--- src/source/riotPkg.sv ---
package riotPkg;

   // Widths fixed by the original part
   typedef logic [7:0] byteT;      // Data byte on bus, ports and timer
   typedef logic [6:0] ramAddrT;   // RAM index, also the bus address
   typedef logic [9:0] prescaleT;  // Prescaler count

   localparam int ramDepth = 128;

   // Prescaler reload values for divide by 1, 8, 64, 1024
   localparam prescaleT dividerTable [4] = '{10'd0, 10'd7, 10'd63, 10'd1023};

   // Port B power-up value, data and direction alike
   localparam byteT drbResetValue = 8'h14;

   // Decoded access of one bus cycle
   typedef enum logic [3:0] {
      opNop,
      opReadRam,
      opWriteRam,
      opReadDra,
      opWriteDra,
      opReadDdra,
      opWriteDdra,
      opReadDrb,
      opWriteDrb,
      opReadDdrb,
      opWriteDdrb,
      opReadTimer,
      opWriteTimer,
      opReadFlags,
      opWriteEdgeCtl
   } riotOpE;

   typedef struct packed {
      riotOpE  op;     // opNop when chip not selected
      ramAddrT addr;   // Raw address, units pick their own bits
      byteT    wdata;  // Write data
   } busOpT;

   // Interrupt state toward the bus interface
   typedef struct packed {
      logic timerFlag;
      logic timerEnable;
      logic pa7Flag;
      logic pa7Enable;
   } irqStatusT;

endpackage

--- src/source/riotBusInterface.sv ---
`timescale 1ns/1ps

module riotBusInterface import riotPkg::*; (
   input  logic      CLK,
   input  logic      rstN,
   input  logic      cs,
   input  logic      csN,
   input  logic      rsN,
   input  logic      rwN,
   input  ramAddrT   addr,
   input  byteT      din,
   output busOpT     busOp,
   input  byteT      ramData,
   input  byteT      paRead,
   input  byteT      pbRead,
   input  byteT      ddra,
   input  byteT      ddrb,
   input  byteT      timerValue,
   input  irqStatusT irqStatus,
   output byteT      dout,
   output logic      irqN
);

   logic chipSel;  // Both selects asserted
   logic readHit;  // Current op returns data
   byteT readData; // Read mux output

   assign chipSel = cs & ~csN;

   // Strobe decode
   always_comb begin
      busOp.addr  = addr;
      busOp.wdata = din;
      if (!chipSel) begin
         busOp.op = opNop;
      end else if (!rsN) begin
         busOp.op = rwN ? opReadRam : opWriteRam;  // RAM select
      end else if (!addr[2]) begin
         // Port register file
         case (addr[1:0])
            2'd0:    busOp.op = rwN ? opReadDra  : opWriteDra;
            2'd1:    busOp.op = rwN ? opReadDdra : opWriteDdra;
            2'd2:    busOp.op = rwN ? opReadDrb  : opWriteDrb;
            default: busOp.op = rwN ? opReadDdrb : opWriteDdrb;
         endcase
      end else if (rwN) begin
         busOp.op = addr[0] ? opReadFlags : opReadTimer;
      end else begin
         busOp.op = addr[4] ? opWriteTimer : opWriteEdgeCtl;  // addr[4] low is edge control
      end
   end

   // Read data mux, values from before the edge
   always_comb begin
      readHit  = 1'b1;
      readData = '0;
      case (busOp.op)
         opReadRam:   readData = ramData;
         opReadDra:   readData = paRead;
         opReadDdra:  readData = ddra;
         opReadDrb:   readData = pbRead;
         opReadDdrb:  readData = ddrb;
         opReadTimer: readData = timerValue;
         opReadFlags: readData = {irqStatus.timerFlag, irqStatus.pa7Flag, 6'b0};
         default:     readHit  = 1'b0;  // Writes and idle cycles
      endcase
   end

   // dout holds until the next read
   always_ff @(posedge CLK or negedge rstN) begin
      if (!rstN) begin
         dout <= '0;
      end else if (readHit) begin
         dout <= readData;
      end
   end

   // Active low, either source
   assign irqN = ~((irqStatus.timerFlag & irqStatus.timerEnable) |
                   (irqStatus.pa7Flag & irqStatus.pa7Enable));

endmodule

--- src/source/riotRam.sv ---
`timescale 1ns/1ps

module riotRam import riotPkg::*; (
   input  logic  CLK,
   input  busOpT busOp,
   output byteT  ramData
);

   // Scratch RAM, contents undefined at power-up
   byteT mem [ramDepth];

   always_ff @(posedge CLK) begin
      if (busOp.op == opWriteRam) begin
         mem[busOp.addr] <= busOp.wdata;
      end
   end

   // Combinational read, registered later in the bus interface
   assign ramData = mem[busOp.addr];

endmodule

--- src/source/riotPorts.sv ---
`timescale 1ns/1ps

module riotPorts import riotPkg::*; (
   input  logic  CLK,
   input  logic  rstN,
   input  busOpT busOp,
   input  byteT  paIn,
   input  byteT  pbIn,
   output byteT  paOut,
   output byteT  pbOut,
   output byteT  paRead,
   output byteT  pbRead,
   output byteT  ddra,
   output byteT  ddrb,
   output logic  pa7Flag,
   output logic  pa7Enable
);

   byteT dra;       // Port A data register
   byteT drb;       // Port B data register
   logic edgeMode;  // 1 = rising edge
   logic pa7;       // Effective PA7
   logic pa7Prev;   // PA7 one cycle ago
   logic pa7Edge;

   // Output bits only where the direction register is set
   assign paOut = dra & ddra;
   assign pbOut = drb & ddrb;

   // Input pins on input bits, register on output bits
   assign paRead = (paIn & ~ddra) | (dra & ddra);
   assign pbRead = (pbIn & ~ddrb) | (drb & ddrb);

   assign pa7     = ddra[7] ? dra[7] : paIn[7];
   assign pa7Edge = (pa7 != pa7Prev) && (pa7 == edgeMode);  // Selected edge only

   always_ff @(posedge CLK or negedge rstN) begin
      if (!rstN) begin
         dra       <= '0;
         ddra      <= '0;
         drb       <= drbResetValue;
         ddrb      <= drbResetValue;
         edgeMode  <= 1'b0;
         pa7Enable <= 1'b0;
         pa7Flag   <= 1'b0;
         pa7Prev   <= 1'b0;
      end else begin
         pa7Prev <= pa7;  // Sampled every cycle, selected or not
         case (busOp.op)
            opWriteDra:  dra  <= busOp.wdata;
            opWriteDdra: ddra <= busOp.wdata;
            opWriteDrb:  drb  <= busOp.wdata;
            opWriteDdrb: ddrb <= busOp.wdata;
            opWriteEdgeCtl: begin
               edgeMode  <= busOp.addr[0];
               pa7Enable <= busOp.addr[1];
            end
            default: ;
         endcase
         // Flag read beats a simultaneous edge
         if (busOp.op == opReadFlags) begin
            pa7Flag <= 1'b0;
         end else if (pa7Edge) begin
            pa7Flag <= 1'b1;
         end
      end
   end

endmodule

--- src/source/riotTimer.sv ---
`timescale 1ns/1ps

module riotTimer import riotPkg::*; (
   input  logic  CLK,
   input  logic  rstN,
   input  busOpT busOp,
   output byteT  timerValue,
   output logic  timerFlag,
   output logic  timerEnable
);

   byteT       counter;    // Interval counter
   prescaleT   prescaler;  // Counts down to the next counter step
   logic [1:0] divSel;     // Active divider index
   logic       expire;     // Counter steps past zero this edge
   logic       timerAccess;

   assign timerValue  = counter;  // Pre-edge value for reads
   assign expire      = (prescaler == '0) && (counter == '0);
   assign timerAccess = (busOp.op == opReadTimer) || (busOp.op == opWriteTimer);

   always_ff @(posedge CLK or negedge rstN) begin
      if (!rstN) begin
         counter     <= '0;
         prescaler   <= '0;
         divSel      <= '0;
         timerEnable <= 1'b0;
      end else if (busOp.op == opWriteTimer) begin
         // Load count, divider and enable
         counter     <= busOp.wdata;
         divSel      <= busOp.addr[1:0];
         prescaler   <= dividerTable[busOp.addr[1:0]];
         timerEnable <= busOp.addr[3];
      end else if (prescaler != '0) begin
         prescaler <= prescaler - 10'd1;
      end else begin
         counter <= counter - 8'd1;  // Wraps 0 to FF
         if (counter == '0) begin
            // After expiry count every cycle
            divSel    <= 2'd0;
            prescaler <= dividerTable[0];
         end else begin
            prescaler <= dividerTable[divSel];
         end
      end
   end

   // Expiry flag, cleared by any timer access
   always_ff @(posedge CLK or negedge rstN) begin
      if (!rstN) begin
         timerFlag <= 1'b0;
      end else if (timerAccess) begin
         timerFlag <= 1'b0;  // Access wins over expiry
      end else if (expire) begin
         timerFlag <= 1'b1;
      end
   end

endmodule

--- src/source/riotTop.sv ---
`timescale 1ns/1ps

module riotTop import riotPkg::*; (
   input  logic    CLK,
   input  logic    rstN,
   input  logic    cs,
   input  logic    csN,
   input  logic    rsN,
   input  logic    rwN,
   input  ramAddrT addr,
   input  byteT    din,
   output byteT    dout,
   output logic    irqN,
   input  byteT    paIn,
   input  byteT    pbIn,
   output byteT    paOut,
   output byteT    pbOut
);

   busOpT     busOp;      // Decoded access, shared by all units
   byteT      ramData;
   byteT      paRead;
   byteT      pbRead;
   byteT      ddra;
   byteT      ddrb;
   byteT      timerValue;
   irqStatusT irqStatus;  // Filled field by field from the units

   riotBusInterface busInterface (
      .CLK(CLK), .rstN(rstN),
      .cs(cs), .csN(csN), .rsN(rsN), .rwN(rwN),
      .addr(addr), .din(din),
      .busOp(busOp),
      .ramData(ramData), .paRead(paRead), .pbRead(pbRead),
      .ddra(ddra), .ddrb(ddrb), .timerValue(timerValue),
      .irqStatus(irqStatus),
      .dout(dout), .irqN(irqN)
   );

   riotRam ram (.CLK(CLK), .busOp(busOp), .ramData(ramData));

   riotPorts ports (
      .CLK(CLK), .rstN(rstN), .busOp(busOp),
      .paIn(paIn), .pbIn(pbIn),
      .paOut(paOut), .pbOut(pbOut),
      .paRead(paRead), .pbRead(pbRead),
      .ddra(ddra), .ddrb(ddrb),
      .pa7Flag(irqStatus.pa7Flag), .pa7Enable(irqStatus.pa7Enable)
   );

   riotTimer timer (
      .CLK(CLK), .rstN(rstN), .busOp(busOp),
      .timerValue(timerValue),
      .timerFlag(irqStatus.timerFlag), .timerEnable(irqStatus.timerEnable)
   );

endmodule

--- config.mk ---
export PLATFORM = sky130hd
export DESIGN_NAME = riotTop
export DESIGN_NICKNAME = d
export VERILOG_FILES = /design/src/source/riotPkg.sv /design/src/source/riotBusInterface.sv /design/src/source/riotRam.sv /design/src/source/riotPorts.sv /design/src/source/riotTimer.sv /design/src/source/riotTop.sv
export SDC_FILE = /design/constraint.sdc
export NUM_CORES = 1
export LEC_CHECK = 0
export BUFFER_PORTS_ARGS = -buffer_cell sky130_fd_sc_hd__clkbuf_2
export CORE_MARGIN = 3
export CORE_UTILIZATION = 35
export DETAILED_ROUTE_END_ITERATION = 16
export PLACE_DENSITY_LB_ADDON = 0.3
export SLEW_MARGIN = 20
export SYNTH_ARGS = -nofsm -noshare
export SYNTH_HDL_FRONTEND = slang
export SYNTH_HIERARCHICAL = 1
export SYNTH_SLANG_ARGS = --single-unit
--- constraint.sdc ---
create_clock -name CLK -period 2.3 [get_ports CLK]
set_clock_uncertainty 0.2 [all_clocks]
set_input_delay 0.69 -clock CLK [delete_from_list [all_inputs] [get_ports CLK]]
set_output_delay 0.69 -clock CLK [all_outputs]
set_load 0.01 [all_outputs]
==> metrics <==
status=finished, violations left; failing checks=setup timing; Bufs and invs on worst path=4; Final Hold Fails=0; initial antenna violation count=3; Site Rows=129; pre-CTS WS=-2.17 ns; Antenna Nets Post-Route=0; Critical Path RT=2.67 ns; Post-Synth Adder-Cell Area=0.0852%; final wirelength=150000 um; clk root buf=clkbuf_16; Clk pin slew, worst setup/hold paths=0.06 ns; Slew Limit Fails=0; Total Routing Usage GR=22.2%; Critical-path top delay cell=nand4b_1; post-synthesis cell area=44100 um2; Final Cycle Share=147%; CTS Sinks=1090; worst-path maximum fanout=13; vias per cell=5.76; CP dominant cell by count=buf_4; Storage cell area=32400 um2; GRT met3 Usage=3.94%; layout cell share with drive strength beyond 1=39.3%; Synth Area per Inst=15.9 um2; switch share=23.3%; post-synth top area share=69.8%; Core Area=124000 um2; leakage dissipation=19.8 nW; clk_lat worst skew=0.70 ns; Worst Setup Start Kind=input pin; H-tree lvl count=3; Post-Synth Simple-Gate Area=5.81%; met2 Track Usage GR=34.5%; synth cell count leaders=edfxtp_1 (1024), a221oi_1 (265), nor2_1 (248); First-pass DRT Iterations=5; GRT overflow=0; Comb power frac=9.9%; Max stage delay on crit path=0.38 ns; die area=130000 um2; Post-synth ARST share=6.06%; maxcap violations=0; most frequent cell after synthesis=edfxtp_1; Die W=361 um; clock power share=40.8%; hold crit path type=in2reg; hold slack=0.0831 ns; number of global-route vias before repair=29000; Syn Inst Count=2771; fillers=10600; grt met1 use=31.2%; most common flop cell mapped by yosys=edfxtp_1; deepest clock path buffer count=3; largest family of logic cells by synthesized area=compound AO/OA/AOI/OAI gates; Final HPWL DP=98600 um; area of the multi-input gates=12300 um2; GRT busiest layer=met2; Initial Util=35.5%; Crit. Startpoint=addr[0]; TritonCTS clock tree=yes; I/O pin count=62; Setup CP Type=in2reg; post-route worst setup slack=-1.08 ns; Synth Area in Compound Gates=12.4%; xor and xnor area share after synthesis=0.179%; crit-path leading delay family=compound AO/OA/AOI/OAI gates; YS warnings=6; Worst Tran Pin Value=0.909 ns; VDD IR max=0.579 mV; pwr dens=768 nW/um2; TritonCTS buffer count=111; Yosys cell types=102; utilization after layout=47.2%; Area Growth Syn to Fin=33.2%; RSZ-0062 raised after global routing=yes; NetSw=10.5 mW; r2r startpoint=ram/mem[47][5]; Port Buffers=61; mux share of post-synthesis cell area=5.04%; Die Ht=361 um; Final Wtd Congestion=0.896; DRT iter0 DRCs=3537; area leader, netlist=edfxtp_1; Final min period=3.38 ns; cell-internal power=34.6 mW; Via Count=29700; number of remaining DRC errors=0; worst path arrival time=3.75 ns; final setup fails=1097; pin count of the biggest net entering global routing=104; syn_nets=2811; sequential element share of the synthesized area=73.5%; register share of total power=49.3%; first-pass GRT wire length=211000 um; Synth area leaders=edfxtp_1 (70%), a221oi_1 (5.3%), dfrtp_1 (3.5%); EDFF count, synth=1024; Hold Startpoint=din[5]; Layout Nets=3461; fmax=0.296 GHz; Slew headroom=39.2%; #FFs+latches synth=1090; Critical Path End Type=flop; worst path cell trace=buf_16 -> and2_4 -> buf_4 -> buf_4 -> a221oi_1 -> or3_1 -> o311ai_2 -> a311oi_2 -> nand4b_1 -> buf_4 -> and2b_1 -> a31o_1 -> a311oi_2 -> a31oi_1; WL per Instance=29.1 um
## layout make-up
| class | count | area share [%] |
|---|---|---|
| Clock inverter | 80 | 1.42 |
| Multi-Input combinational cell | 1444 | 21.0 |
| Sequential cell | 1090 | 55.2 |
| Tap cell | 1637 | 3.49 |
| Timing Repair Buffer | 758 | 13.9 |
| Inverter | 16 | 0.111 |
| Antenna cell | 3 | 0.0128 |
| Clock buffer | 128 | 4.88 |
## worst reg2reg max path: cells and delay by family, from the launching register on
family / cells / cell delay [ns]
AOI/OAI and AO/OA: 5 / 1.05
and+or+nand+nor: 3 / 0.58
muxes: 1 / 0.50
buffers and inverters: 2 / 0.48
DFF: 1 / 0.36
## metal layers
| layer | part of all wire, % | vias up |
|---|---|---|
| li1 | - | 12600 |
| met2 | 46 | 1498 |
| met1 | 42 | 15300 |
| met5 | 0 | - |
| met3 | 8.9 | 241 |
| met4 | 3.6 | 0 |
## kinds of logic after synthesis
group,count (synthesis)
adders and majority gates,3
DFF,1090
muxes,181
xor gates and xnor gates,9
buffers and inverters,238
AOI/OAI and AO/OA,723
and+or+nand+nor,527
## path summary, 6_finish.rpt
path                                        end  slack, ns  depth (start not counted)
max                        busInterface/dout[5]      -1.08                         14
min                              ram/mem[61][5]       0.08                          1
max reg2reg                busInterface/dout[5]      -0.98                         11
min reg2reg                  timer/prescaler[0]       0.30                          1
max in group asynchronous         ports/ddrb[4]       1.21                          3
min in group asynchronous          ports/dra[2]       0.37                          3
## timing repair
action / in CTS / in global routing
gates cloned: 6 / 7
gates resized for setup: 150 / 247
pin swaps: 29 / 69
setup endpoints to repair: 1103 / 1099
hold endpoints to repair: 62 / 0
hold buffers: 1 / 0
buffers inserted: 21 / 39
## per-stage QoR
stage | std cells | instance area (um2) | power (mW) | TNS (ns)
floorplan | 2771 | 45000 | 24.6 | -971.25
global placement | 4873 | 52200 | 26.6 | -1333.24
detailed placement | 4873 | 52200 | 26.6 | -1308.10
CTS | 5109 | 57000 | 45.1 | -342.79
global route | 5153 | 58700 | 46.4 | -536.67
finish | 5156 | 58700 | 45.1 | -494.68
## cells in the final DEF (no fill, tap or decap), drive strengths merged, types with 6 or more instances in the layout
cell      instances
a32oi             6
nor2            252
buf             698
mux2            117
a22o             18
a22oi            71
dfrtp            62
a21oi           114
mux4             20
clkbuf          185
nand2           120
clkinv           51
bufinv           16
o22ai            25
o31ai             6
a221oi          273
nor3             35
nor2b            16
clkinvlp         10
o21ai            89
mux2i            44
xnor2             7
nand2b           13
o22a             24
a311oi            6
nor4             13
o221ai           15
o211ai            9
and2             23
a31oi            16
inv              19
a221o            11
nand3            12
edfxtp         1024
## registers in the layout, indices dropped and copies added (netlist names)
name	flops
busInterface/dout	8
ports/ddra	8
ports/ddrb	8
ports/dra	8
ports/drb	8
ports/edgeMode	1
ports/pa7Enable	1
ports/pa7Flag	1
ports/pa7Prev	1
ram/mem	1024
timer/divSel	2
timer/prescaler	10
timer/timerEnable	1
timer/timerFlag	1
timer/timerValue	8
## power by group through the flow
stage / clock (mW) / sequential (mW) / combinational, mW
2_1_floorplan: 0 / 22.6 / 1.97
3_3_place_gp: 0 / 22.6 / 3.96
3_5_place_dp: 0 / 22.6 / 3.98
4_1_cts: 18.6 / 22.2 / 4.21
5_1_grt: 19.4 / 22.3 / 4.71
6_report: 18.4 / 22.2 / 4.48
No activity file was read; power rests on OpenSTA's default activity.
